$ cat config.mk
export PLATFORM = sky130hd
export DESIGN_NAME = uart_mon_top
export DESIGN_NICKNAME = d
export VERILOG_FILES = /design/src/rtl/uart_mon_pkg.sv /design/src/rtl/uart_mon_char_encoder.sv /design/src/rtl/uart_tx_fifo.sv /design/src/rtl/uart_tx_serializer.sv /design/src/rtl/uart_mon_cfg_regs.sv /design/src/rtl/uart_mon_top.sv
export VERILOG_INCLUDE_DIRS = /design/src /design/src/rtl
export SDC_FILE = /design/constraint.sdc
export NUM_CORES = 1
export LEC_CHECK = 0
export BUFFER_PORTS_ARGS = -buffer_cell sky130_fd_sc_hd__clkbuf_2
export CORE_ASPECT_RATIO = 1.1
export CORE_UTILIZATION = 39
export CTS_BUF_LIST = sky130_fd_sc_hd__clkbuf_2 sky130_fd_sc_hd__clkbuf_4 sky130_fd_sc_hd__clkbuf_8
export DETAILED_ROUTE_END_ITERATION = 16
export MAX_ROUTING_LAYER = met4
export REMOVE_ABC_BUFFERS = 1
export SKIP_CTS_REPAIR_TIMING = 1
export SYNTH_ARGS = -nofsm -noshare
export SYNTH_HDL_FRONTEND = slang
export SYNTH_HIERARCHICAL = 1
export SYNTH_SLANG_ARGS = --single-unit
$ cat constraint.sdc
create_clock -name clk -period 7.92 [get_ports clk]
set_input_delay 1.584 -clock clk [delete_from_list [all_inputs] [get_ports clk]]
set_output_delay 1.584 -clock clk [all_outputs]
set_load 0.01 [all_outputs]
$ cat src/rtl/uart_mon_macros.svh
//==========================================================
// uart monitor size macros
// FIFO depth and baud divisor width for the tx path
//==========================================================

`ifndef UART_MON_MACROS_SVH
`define UART_MON_MACROS_SVH

// log2 of the tx FIFO depth, 16 entries by default
`define UART_MON_FIFO_AW 4

// baud divisor width, one bit time is divisor+1 clocks
`define UART_MON_DIV_W 16

`endif

$ cat src/rtl/uart_mon_pkg.sv
//==========================================================
// uart monitor package
// request and config structs, ASCII control codes
//==========================================================

`default_nettype none

`include "uart_mon_macros.svh"

package uart_mon_pkg;

	// dump request from the monitor, strobes are one cycle
	typedef struct packed {
		logic        start;	// dump word as text
		logic        crlf;	// bare line end
		logic [31:0] word;
	} dump_req_t;

	// transmitter configuration
	typedef struct packed {
		logic                       en;
		logic [`UART_MON_DIV_W-1:0] div;
	} tx_cfg_t;

	localparam logic [7:0] CHAR_SPACE = 8'h20;
	localparam logic [7:0] CHAR_CR    = 8'h0d;
	localparam logic [7:0] CHAR_LF    = 8'h0a;

endpackage

`default_nettype wire

$ cat src/rtl/uart_mon_char_encoder.sv
//==========================================================
// uart monitor character encoder
// turns a 32-bit word into "hh hh hh hh\r\n" one char
// per cycle, or sends a bare CR LF
//==========================================================

`timescale 1ns/1ps
`default_nettype none

module uart_mon_char_encoder (
	input  wire                     clk,
	input  wire                     rst_n,
	input  wire uart_mon_pkg::dump_req_t req,
	input  wire                     fifo_full,
	output logic                    char_wr,
	output logic [7:0]              char_data,
	output logic                    dump_done
);

	logic        active;
	logic [5:0]  cnt;	// 12..0 for a word or 1..0 for crlf
	logic [31:0] word_q;
	logic [3:0]  nib;

	function automatic logic [7:0] hex_ascii(input logic [3:0] n);
		if (n < 4'd10)
			hex_ascii = 8'h30 + {4'h0, n};
		else
			hex_ascii = 8'h57 + {4'h0, n};	// lower case a-f
	endfunction

	// start wins over crlf and any new request restarts
	always_ff @(posedge clk or negedge rst_n)
	begin
		if (!rst_n)
		begin
			active <= 1'b0;
			cnt    <= 6'd0;
		end
		else if (req.start)
		begin
			active <= 1'b1;
			cnt    <= 6'd12;
		end
		else if (req.crlf)
		begin
			active <= 1'b1;
			cnt    <= 6'd1;
		end
		else if (char_wr)
		begin
			if (cnt == 6'd0)
				active <= 1'b0;
			else
				cnt <= cnt - 6'd1;
		end
	end

	always_ff @(posedge clk)
	begin
		if (req.start)
			word_q <= req.word;
	end

	// nibble for the current position with high digit first
	always_comb
	begin
		case (cnt)
			6'd12:   nib = word_q[31:28];
			6'd11:   nib = word_q[27:24];
			6'd9:    nib = word_q[23:20];
			6'd8:    nib = word_q[19:16];
			6'd6:    nib = word_q[15:12];
			6'd5:    nib = word_q[11:8];
			6'd3:    nib = word_q[7:4];
			6'd2:    nib = word_q[3:0];
			default: nib = 4'h0;
		endcase
	end

	always_comb
	begin
		case (cnt)
			6'd10, 6'd7, 6'd4: char_data = uart_mon_pkg::CHAR_SPACE;
			6'd1:              char_data = uart_mon_pkg::CHAR_CR;
			6'd0:              char_data = uart_mon_pkg::CHAR_LF;
			default:           char_data = hex_ascii(nib);
		endcase
	end

	assign char_wr   = active & ~fifo_full;	// stall on full while the count holds
	assign dump_done = char_wr & (cnt == 6'd0);

	// a stalled char stays pending until the FIFO has room
	a_stall_hold: assert property (@(posedge clk) disable iff (!rst_n)
		active && fifo_full && !req.start && !req.crlf |=> active && $stable(cnt));

endmodule

`default_nettype wire

$ cat src/rtl/uart_tx_fifo.sv
//==========================================================
// uart tx byte FIFO
// circular buffer between encoder and serializer
//==========================================================

`timescale 1ns/1ps
`default_nettype none

`include "uart_mon_macros.svh"

module uart_tx_fifo #(
	parameter int AW = `UART_MON_FIFO_AW
) (
	input  wire        clk,
	input  wire        rst_n,
	input  wire        wr,
	input  wire  [7:0] wdata,
	output logic       full,
	input  wire        rd,
	output logic [7:0] rdata,
	output logic       empty
);

	localparam int DEPTH = 1 << AW;

	logic [7:0]  mem [DEPTH];
	logic [AW:0] wr_ptr;	// msb is the wrap bit
	logic [AW:0] rd_ptr;

	always_ff @(posedge clk or negedge rst_n)
	begin
		if (!rst_n)
		begin
			wr_ptr <= '0;
			rd_ptr <= '0;
		end
		else
		begin
			if (wr && !full)
				wr_ptr <= wr_ptr + 1'b1;
			if (rd && !empty)
				rd_ptr <= rd_ptr + 1'b1;
		end
	end

	always_ff @(posedge clk)
	begin
		if (wr && !full)
			mem[wr_ptr[AW-1:0]] <= wdata;
	end

	// same index, different lap means full
	assign full  = (wr_ptr[AW] != rd_ptr[AW]) && (wr_ptr[AW-1:0] == rd_ptr[AW-1:0]);
	assign empty = (wr_ptr == rd_ptr);
	assign rdata = mem[rd_ptr[AW-1:0]];	// head, valid when not empty

	a_no_push_full: assert property (@(posedge clk) disable iff (!rst_n)
		wr |-> !full);

	a_no_pop_empty: assert property (@(posedge clk) disable iff (!rst_n)
		rd |-> !empty);

endmodule

`default_nettype wire

$ cat src/rtl/uart_tx_serializer.sv
//==========================================================
// uart tx serializer
// sends 8N1 frames LSB first, bit time is divisor+1 clocks
//==========================================================

`timescale 1ns/1ps
`default_nettype none

`include "uart_mon_macros.svh"

module uart_tx_serializer (
	input  wire                     clk,
	input  wire                     rst_n,
	input  wire uart_mon_pkg::tx_cfg_t cfg,
	input  wire                     fifo_empty,
	input  wire  [7:0]              fifo_data,
	output logic                    pop,
	output logic                    tx,
	output logic                    busy
);

	logic [`UART_MON_DIV_W-1:0] baud_cnt;
	logic [3:0]                 bit_cnt;	// bits left after the current one
	logic [8:0]                 shreg;		// data then stop
	logic                       bit_end;

	// enable only checked while idle, so a frame always completes
	assign pop     = !busy && cfg.en && !fifo_empty;
	assign bit_end = busy && (baud_cnt == '0);

	always_ff @(posedge clk or negedge rst_n)
	begin
		if (!rst_n)
		begin
			busy     <= 1'b0;
			tx       <= 1'b1;
			baud_cnt <= '0;
			bit_cnt  <= 4'd0;
		end
		else if (pop)
		begin
			busy     <= 1'b1;
			tx       <= 1'b0;	// start bit
			baud_cnt <= cfg.div;
			bit_cnt  <= 4'd9;
		end
		else if (busy)
		begin
			if (!bit_end)
				baud_cnt <= baud_cnt - 1'b1;
			else if (bit_cnt == 4'd0)
				busy <= 1'b0;	// end of stop bit
			else
			begin
				tx       <= shreg[0];
				bit_cnt  <= bit_cnt - 4'd1;
				baud_cnt <= cfg.div;
			end
		end
	end

	always_ff @(posedge clk)
	begin
		if (pop)
			shreg <= {1'b1, fifo_data};
		else if (bit_end && bit_cnt != 4'd0)
			shreg <= {1'b1, shreg[8:1]};
	end

	// register block must hold a real divisor before enable
	a_div_nonzero: assert property (@(posedge clk) disable iff (!rst_n)
		pop |-> cfg.div != '0);

endmodule

`default_nettype wire

$ cat src/rtl/uart_mon_cfg_regs.sv
//==========================================================
// uart monitor config registers
// addr 0 baud divisor, addr 1 tx enable
//==========================================================

`timescale 1ns/1ps
`default_nettype none

`include "uart_mon_macros.svh"

module uart_mon_cfg_regs (
	input  wire                      clk,
	input  wire                      rst_n,
	input  wire                      reg_we,
	input  wire                      reg_addr,
	input  wire  [15:0]              reg_wdata,
	output logic [15:0]              reg_rdata,
	output uart_mon_pkg::tx_cfg_t    cfg
);

	logic [`UART_MON_DIV_W-1:0] div_q;
	logic                       en_q;

	always_ff @(posedge clk or negedge rst_n)
	begin
		if (!rst_n)
		begin
			div_q <= '0;
			en_q  <= 1'b0;
		end
		else if (reg_we)
		begin
			if (reg_addr)
				en_q <= reg_wdata[0];
			else
				div_q <= reg_wdata[`UART_MON_DIV_W-1:0];
		end
	end

	assign cfg.en  = en_q;
	assign cfg.div = div_q;

	// readback
	assign reg_rdata = reg_addr ? {15'd0, en_q} : 16'(div_q);

endmodule

`default_nettype wire

$ cat src/rtl/uart_mon_top.sv
//==========================================================
// uart monitor transmit top
// encoder -> byte FIFO -> 8N1 serializer, plus config regs
//==========================================================

`timescale 1ns/1ps
`default_nettype none

`include "uart_mon_macros.svh"

module uart_mon_top (
	input  wire                     clk,
	input  wire                     rst_n,
	input  wire uart_mon_pkg::dump_req_t req,
	input  wire                     reg_we,
	input  wire                     reg_addr,
	input  wire  [15:0]             reg_wdata,
	output logic [15:0]             reg_rdata,
	output logic                    dump_done,
	output logic                    busy,
	output logic                    tx
);

	logic                  char_wr;
	logic [7:0]            char_data;
	logic                  fifo_full;
	logic                  fifo_empty;
	logic [7:0]            fifo_rdata;
	logic                  fifo_pop;
	uart_mon_pkg::tx_cfg_t tx_cfg;

	uart_mon_char_encoder i_encoder (
		.clk       (clk),
		.rst_n     (rst_n),
		.req       (req),
		.fifo_full (fifo_full),
		.char_wr   (char_wr),
		.char_data (char_data),
		.dump_done (dump_done)
	);

	uart_tx_fifo #(
		.AW (`UART_MON_FIFO_AW)
	) i_fifo (
		.clk   (clk),
		.rst_n (rst_n),
		.wr    (char_wr),
		.wdata (char_data),
		.full  (fifo_full),
		.rd    (fifo_pop),
		.rdata (fifo_rdata),
		.empty (fifo_empty)
	);

	uart_tx_serializer i_serializer (
		.clk        (clk),
		.rst_n      (rst_n),
		.cfg        (tx_cfg),
		.fifo_empty (fifo_empty),
		.fifo_data  (fifo_rdata),
		.pop        (fifo_pop),
		.tx         (tx),
		.busy       (busy)
	);

	uart_mon_cfg_regs i_cfg (
		.clk       (clk),
		.rst_n     (rst_n),
		.reg_we    (reg_we),
		.reg_addr  (reg_addr),
		.reg_wdata (reg_wdata),
		.reg_rdata (reg_rdata),
		.cfg       (tx_cfg)
	);

endmodule

`default_nettype wire

* Yosys cells after proc, flatten, opt, wreduce, memory -nomap -nowiden
Memory sizes are Yosys's and may differ from the RTL's. Index checks and enable logic that the tools add are counted.
Word-level totals: word-level logic and storage cells 101, ROM bits 0, register bits 96, input bits 54, memories 1, RAM bits 128, latch bits 0
Operators by class: add/subtract/negate cells 7, $lt $le $gt $ge 1, reductions and logical operators 26, $mul 0, shift operators 0, bitwise gates (word level) 4, eq/ne operators 18, multiplexer cells 32, divide/modulo/power cells 0
Memories:
- i_fifo.mem | words 16, width 8, rd ports 1, clocked after Yosys merged registers in 0, write ports 1, line uart_tx_fifo.sv:26 | logic [7:0] mem [DEPTH];
Operators by type and width (number):
- 2-to-1 mux 16 bit | 5
- case mux 4 bit (8 select lines) | 1
- == test 6 x 4 -> 1 bit (second input constant) | 5
- == test 6 x 3 -> 1 bit (second input constant) | 4
- 2-to-1 mux 6 bit | 4
- 2-to-1 mux 8 bit | 3
- case mux 8 bit (3 select lines) | 1
- zero test 16 bit | 1
- 2-to-1 mux 4 bit | 4
- subtractor 16 x 1 -> 16 bit (second input constant) | 1
- 2-to-1 mux 1 bit | 14
- == test 6 x 2 -> 1 bit (second input constant) | 2
- adder 5 x 1 -> 5 bit (second input constant) | 2
- AND reduction 2 bit | 5
- adder 7 x 4 -> 8 bit (first input constant) | 1
- adder 6 x 4 -> 7 bit (first input constant) | 1
- logical AND 1 bit | 7
- == test 6 x 1 -> 1 bit (second input constant) | 1
- zero test 6 bit | 1
- inequality test 3 bit (second input constant) | 2
- nonzero test 2 bit | 3
- nonzero test 3 bit | 2
- subtractor 6 x 1 -> 6 bit (second input constant) | 1
- == test 5 bit | 1
- other kinds (12) | 16

* Depth between registers and ports, before layout
Gate-level depths: netlist of run 1.
word-level depth 7, mapped depth 13

* Cells and area by module
The synthesis of run 1 kept the hierarchy.
By module, submodules not included:
- uart_tx_fifo | cells each 277, area each 5585.4 um^2, seq. area each 4093.9 um^2, times used 1
- uart_mon_char_encoder | cells each 146, area each 1890.6 um^2, seq. area each 1136.1 um^2, times used 1
- uart_tx_serializer | cells each 193, area each 1746.7 um^2, seq. area each 792.0 um^2, times used 1
- uart_mon_cfg_regs | cells each 56, area each 827.0 um^2, seq. area each 425.4 um^2, times used 1

* Worst setup path before layout of run 1
Ideal clock, no wire load.
path type input-to-output, start point input port reg_addr, end point output port reg_rdata[10], buffers on the path 1, cell stages on the path 2, data required time 6.336 ns, data arrival time 1.968 ns, slack 4.368 ns, path through clkbuf_1 > nor2b_1
On the way: longest elaborated chain between the ends 1
Ends and longest elaborated chain:
- from (decl) | line uart_mon_top.sv:16 | input wire reg_addr,
- 2-to-1 mux 16 bit | line uart_mon_cfg_regs.sv:44 | assign reg_rdata = reg_addr ? {15'd0, en_q} : 16'(div_q);
- to (decl) | line uart_mon_top.sv:18 | output logic [15:0] reg_rdata,
Every way passes these cells.

* Worst setup path in the final report of run 1
start point register i_fifo.wr_ptr[2], end point output port dump_done
On the way: longest elaborated chain between the ends 5
Ends and longest elaborated chain:
- from (decl) | line uart_tx_fifo.sv:27 | logic [AW:0] wr_ptr;
- from (signal assigned) | line uart_tx_fifo.sv:40 | wr_ptr <= wr_ptr + 1'b1;
- == test 4 bit | line uart_tx_fifo.sv:53 | assign full = (wr_ptr[AW] != rd_ptr[AW]) && (wr_ptr[AW-1:0] == rd_ptr[AW-1:0]);
- logical AND 1 bit | line uart_tx_fifo.sv:53
- named net fifo_full | line uart_mon_top.sv:26 | logic fifo_full;
- NOT 1 bit | line uart_mon_char_encoder.sv:91 | assign char_wr = active & ~fifo_full;
- bitwise AND 1 bit | line uart_mon_char_encoder.sv:91
- bitwise AND 1 bit | line uart_mon_char_encoder.sv:92 | assign dump_done = char_wr & (cnt == 6'd0);
- to (decl) | line uart_mon_top.sv:19 | output logic dump_done,
The timed path passes the listed nets, and every way through them passes these cells.

==> results of run 1 <==
==> state kept, by name, indices dropped and copies added (netlist names) <==
signal	flops
i_serializer/baud_cnt	16
i_fifo/mem	128
i_cfg/en_q	1
i_serializer/bit_cnt	4
i_encoder/active	1
i_cfg/div_q	16
i_encoder/cnt	6
i_encoder/word_q	32
i_fifo/rd_ptr	5
i_serializer/tx	1
i_serializer/busy	1
i_serializer/shreg	8
i_fifo/wr_ptr	5
==> worst max path at each step <==
stage / from / endpoint / depth (start not counted)
6_report: i_fifo/wr_ptr[2] / dump_done / 6
5_1_grt: i_fifo/rd_ptr[0] / dump_done / 6
4_1_cts: i_fifo/wr_ptr[2] / dump_done / 6
3_5_place_dp: reg_addr / reg_rdata[0] / 3
3_3_place_gp: reg_addr / reg_rdata[0] / 3
2_1_floorplan: i_fifo/rd_ptr[1] / dump_done / 5
==> placed cells by master (no fill, tap or decap), types with 11 or more instances in the layout <==
| cell type | n |
|---|---|
| nor2_1 | 25 |
| a21oi_1 | 17 |
| xnor2_1 | 14 |
| inv_1 | 18 |
| ha_1 | 14 |
| a22oi_1 | 21 |
| nor2b_1 | 15 |
| buf_4 | 18 |
| nor3_1 | 26 |
| clkbuf_8 | 42 |
| dfrtp_1 | 54 |
| mux4_2 | 25 |
| mux2_4 | 11 |
| clkbuf_2 | 72 |
| nand2_1 | 63 |
| clkbuf_4 | 16 |
| edfxtp_1 | 168 |
| mux2i_1 | 16 |
| o21ai_0 | 18 |
==> metrics by stage <==
| stage | power (mW) | setup slack (ns) | area [um2] |
|---|---|---|---|
| floorplan | 2.31 | 3.69 | 9800 |
| global placement | 2.59 | 3.95 | 10700 |
| detailed placement | 2.62 | 3.93 | 10700 |
| CTS | 3.69 | 3.60 | 11500 |
| global route | 3.85 | 3.36 | 11500 |
| finish | 3.64 | 3.67 | 11500 |
==> cell usage after synthesis, drive strengths merged, types with 3 or more instances <==
cell type	instances
edfxtp	168
nand2	63
dfrtp	55
mux4	32
nor3	27
buf	26
nor2	26
o21ai	24
mux2	22
a22oi	21
inv	20
a21oi	17
mux2i	16
nor2b	16
ha	14
xnor2	14
nor4	9
clkbuf	8
o22ai	7
nand2b	6
o2bb2ai	6
xor2	6
and2b	5
o211ai	5
o31ai	5
and2	4
nand3	4
nand4	4
and3	3
nand3b	3
nor3b	3
o21a	3
o21bai	3
or3	3
==> power by group through the flow <==
stage | Sequential [mW] | Clock (mW) | Combinational [mW]
after floorplan | 1.71 | 0 | 0.595
after global placement | 1.71 | 0 | 0.878
after detailed placement | 1.72 | 0 | 0.897
after CTS | 1.70 | 1.09 | 0.900
after global routing | 1.73 | 1.14 | 0.981
final | 1.70 | 1.06 | 0.886
==> cell families (layout without fill, tap and decap cells) <==
group | Yosys count | count (layout) | synth area share [%]
xor+xnor | 20 | 20 | 1.74
simple gates | 183 | 183 | 9.55
other cells | 1 | 1 | 0.0373
fa+ha+maj | 14 | 14 | 1.74
mux | 70 | 70 | 11.9
flops | 224 | 224 | 64.2
compound gates | 106 | 106 | 7.57
buf+inv | 54 | 179 | 3.30
==> layer usage <==
| layer | vias to the layer above | wire [um] | global-route usage (%) |
|---|---|---|---|
| met1 | 2982 | 8470 | 19.2 |
| li1 | 2770 | - | - |
| met5 | - | 0 | - |
| met3 | 29 | 870 | 3.08 |
| met4 | 0 | 394 | 6.24 |
| met2 | 138 | 10300 | 28.0 |
==> area by class of cell <==
| type | count | area [um2] | share of cell area, % |
|---|---|---|---|
| Clock buffer | 58 | 698 | 6.06 |
| Clock inverter | 11 | 96.3 | 0.836 |
| Inverter | 20 | 77.6 | 0.673 |
| Multi-Input combinational cell | 394 | 3280 | 28.4 |
| Sequential cell | 224 | 6450 | 56.0 |
| Tap cell | 346 | 433 | 3.76 |
| Timing Repair Buffer | 90 | 495 | 4.30 |
==> worst max-delay path, delay by kind of cell (launching register included) <==
family	cells	cell delay, ns
simple gates	4	1.36
flops	1	0.50
xor+xnor	1	0.16
buf+inv	1	0.13
==> reports/metrics.csv, run 1 <==
metric;value;unit
status;complete, no violations;
finalSetupTns;0;ns
drv_slew;0;
grt_max_degree;57;
path_cells;xnor2_1, nand4_1, nor2_2, nand2b_1, nor2_1, clkbuf_2;
ys_seq_elements;224;
critPathSlowestCell;nor2_2;
r2r_slack;4.13;ns
grt_overflow;0;
fmax;235;MHz
p_per_area;316;nW/um2
hp-start;i_serializer/shreg[0];
grt_usage;16.4;%
intPower;2.56;mW
initial_core_util;39.8;%
yosys_most_used_dff;edfxtp_1;
drcViolationCount;0;
whs;0.446;ns
io_buffers;72;
cp-start-kind;flip-flop;
yosysSeqAreaShare;64.2;%
hold_class;reg2reg;
hold_end;i_serializer/tx;
grt_pass1_vias;6259;
ir_worst_vdd;0.188;mV
rr_worst_depth;9;
cts-root-buf;clkbuf_8;
yosys.area.top_type;edfxtp_1;
synthTopCellsByArea;edfxtp_1, dfrtp_1, mux4_2;
synth_top_area_share;50.2;%
syn2layout_area_growth;14.7;%
p_sw;1.08;mW
critPathMaxFanout;13;
syn_avg_cell_area;15.0;um2
place_congestion;0.806;
dr.first_iter.drc_count;353;
cts_max_path_buffers;3;
cts_tree;yes;
clk_pin_slew_worst_paths;0.06;ns
hold_violations;0;
core;25300;um2
dp.cells;1074;
end_kind;primary output;
pin_count;73;
postSynthCellCount;672;
fin_crit_sh;53.7;%
vias;5919;
drtPass1Iterations;5;
cp_data_arrival_time;2.67;ns
syn_area;10000;um2
drt-total-wl;20000;um
htree_levels;2;
critPathMaxStageDelay;0.59;ns
routedWlPerCell;17.5;um
whs_path_depth;2;
pwr-share-clk;29.0;%
async_reset_ff_share;25.0;%
seqPwrFrac;46.7;%
nFillCells;2205;
row_count;61;
period_minus_slack;4.25;ns
finClkSkew;0.0249;ns
cap_violations;0;
p_comb_share;24.3;%
n_antenna_cell;0;
relSlewSlack;19.8;%
cp.required;6.34;ns
die_y;170;um
worstSkewPairLatency;0.52;ns
vias_per_cell;5.18;
yosysUniqueCellTypes;72;
worstSetupPathType;reg2out;
finalSetupViolations;0;
dieArea;26400;um2
drive_above_1_share;28.4;%
instances_no_fill;1143;
p_leak;4.31;nW
rsz0062_at_grt;false;
tightestPinTransition;1.19;ns
p_sw_share;29.7;%
yosysWarnings;6;
antenna_found_initial;0;
synth_edf_count;168;
nNetsFinal;836;
grt_pass1_wl;32600;um
die_w;155;um
clock_sinks;224;
ant_nets;0;
r2r-start;i_fifo/wr_ptr[2];
finish.utilization;45.6;%
cts_made_buffers;38;
dp_hpwl;13300;um
r2r-end;i_serializer/baud_cnt[3];
Note: power is estimated with default switching activity, not from simulation.
==> inputs of run 2 (changes only) <==
clock period = 3.46 ns   (was 7.92 ns; I/O delays follow)
==> run 2 against run 1 <==
  * Clock skew is essentially flat
  * Cell count grew 1.2%
  * Sequential share of layout area shrank 0.42 points
  * Critical path depth grew 3
  * Global-route usage grew 0.36 points
  * Count of clock-buffer cells in the layout grew 1
  * Clock power grew 130%
  * Non-clock buffer count grew 12
  * Cell area grew 0.75%
  * Largest power group unchanged
==> reports/metrics.csv, run 2 (synthesized netlist as in run 1, its figures left out) <==
metric;value;unit;change
worstSetupPathType;reg2reg;;was reg2out
grt_max_degree;42;;was 57
status;complete, no violations;;unchanged
antenna_found_initial;0;;unchanged
p_per_area;721;nW/um2;was 316 nW/um2
largest_register_ff_count;128;;unchanged
cp_common_cell;ha_1;;
fmax;316;MHz;
drcViolationCount;0;;unchanged
final_cell_mix;edfxtp_1, clkbuf_2, nand2_1;;unchanged
pin_count;73;;unchanged
vias;5891;;was 5919
nNetsFinal;849;;was 836
drt-total-wl;20300;um;was 20000 um
finish.utilization;46.0;%;was 45.6%
grt_overflow;0;;unchanged
cts-root-buf;clkbuf_8;;unchanged
io_buffers;72;;unchanged
finClkSkew;0.0251;ns;was 0.0249 ns
grt_pass1_vias;6237;;was 6259
n_antenna_cell;0;;unchanged
die_w;155;um;unchanged
postPlaceCellArea;10800;um2;was 10700 um2
grt_pass1_wl;32900;um;was 32600 um
cts_tree;yes;;unchanged
critPathMaxStageDelay;0.53;ns;was 0.59 ns
cp_data_arrival_time;3.40;ns;was 2.67 ns
routedWlPerCell;17.6;um;was 17.5 um
grt_usage;16.7;%;was 16.4%
end_kind;flip-flop;;was primary output
clock_sinks;224;;unchanged
p_leak;4.36;nW;was 4.31 nW
drive_above_1_share;29.7;%;was 28.4%
relSlewSlack;24.4;%;was 19.8%
htree_levels;2;;unchanged
place_congestion;0.895;;was 0.806
clk_pin_slew_worst_paths;0.06;ns;about the same
vias_per_cell;5.09;;was 5.18
hold_class;in2async;;was reg2reg
period_minus_slack;3.17;ns;
fin_crit_sh;91.5;%;
ir_worst_vdd;0.401;mV;was 0.188 mV
final_common_cell;edfxtp_1;;unchanged
rsz0062_at_grt;false;;unchanged
cp-start-kind;flip-flop;;unchanged
cts_max_path_buffers;3;;unchanged
ant_nets;0;;unchanged
drtPass1Iterations;4;;was 5
syn2layout_area_growth;15.5;%;was 14.7%
nFillCells;2210;;was 2205
cts_made_buffers;39;;was 38
tightestPinTransition;1.13;ns;was 1.19 ns
path_cells;inv_1, ha_1, or4b_1, o22ai_1, a22oi_1, ha_1, o21ai_0, mux2_2, o21ai_2;;was xnor2_1, nand4_1, nor2_2, nand2b_1, nor2_1, clkbuf_2
cap_violations;0;;unchanged
dr.first_iter.drc_count;320;;was 353
critPathSlowestCell;or4b_1;;was nor2_2
drv_slew;0;;unchanged
row_count;61;;unchanged
die_y;170;um;unchanged
crit_family;compound AO/OA/AOI/OAI gates;;was simple AND/OR/NAND/NOR gates
critPathMaxFanout;16;;was 13
worstSkewPairLatency;0.53;ns;was 0.52 ns
fin_area;11600;um2;was 11500 um2
cp.required;3.69;ns;was 6.34 ns
dp_hpwl;13500;um;was 13300 um
dieArea;26400;um2;unchanged
initial_core_util;39.8;%;unchanged
core;25300;um2;unchanged
finalSetupViolations;0;;unchanged
hold_violations;0;;unchanged
worst-path-buf-inv;1;;unchanged
## run 2: cell type report
type | count | area (um2) | area share [%]
multi-input cells | 394 | 3270 | 28.2
flip-flops and latches | 224 | 6450 | 55.5
well taps | 346 | 433 | 3.73
clock buffers | 59 | 706 | 6.08
repair buffers | 102 | 586 | 5.04
clock inverters | 12 | 90.1 | 0.776
inverters | 20 | 77.6 | 0.668
## run 2: worst paths after layout
path                                         to  slack [ns]  cells past startpoint                   from
min in group clk           i_encoder/word_q[27]        0.34                      1                req[27]
max                            i_fifo/mem[8][2]        0.29                      9       i_encoder/cnt[0]
min                            i_fifo/rd_ptr[0]        0.09                      1                  rst_n
max reg2reg                    i_fifo/mem[8][2]        0.29                      9       i_encoder/cnt[0]
min reg2reg                     i_serializer/tx        0.46                      2  i_serializer/shreg[0]
max in group asynchronous       i_serializer/tx        2.45                      2                  rst_n
## run 2: stage by stage
step	instances	TNS, ns	setup WS (ns)	total power [mW]	hold slack, ns
detailed placement	1086	0	0.338	6.02	0.463
floorplan	638	-20.04	-0.399	5.28	0.396
CTS	1157	0	0.295	8.48	0.0673
global placement	1086	0	0.486	5.92	0.454
global route	1157	0	0.108	8.84	0.100
finish	1157	0	0.293	8.37	0.0897
## run 2: power breakdown
group | total (mW) | internal, mW | switching, mW
Combinational | 2.06 | 0.883 | 1.18
Sequential | 3.90 | 3.57 | 0.326
Clock | 2.42 | 1.38 | 1.03
Total | 8.37 | 5.84 | 2.53
## run 2: routing by layer
layer	track usage [%]	vias to the layer above	wire length, um
met5	-	-	0
met4	5.94	0	357
met3	2.88	28	758
met2	28.4	143	10400
met1	20.1	2922	8820
li1	-	2798	-
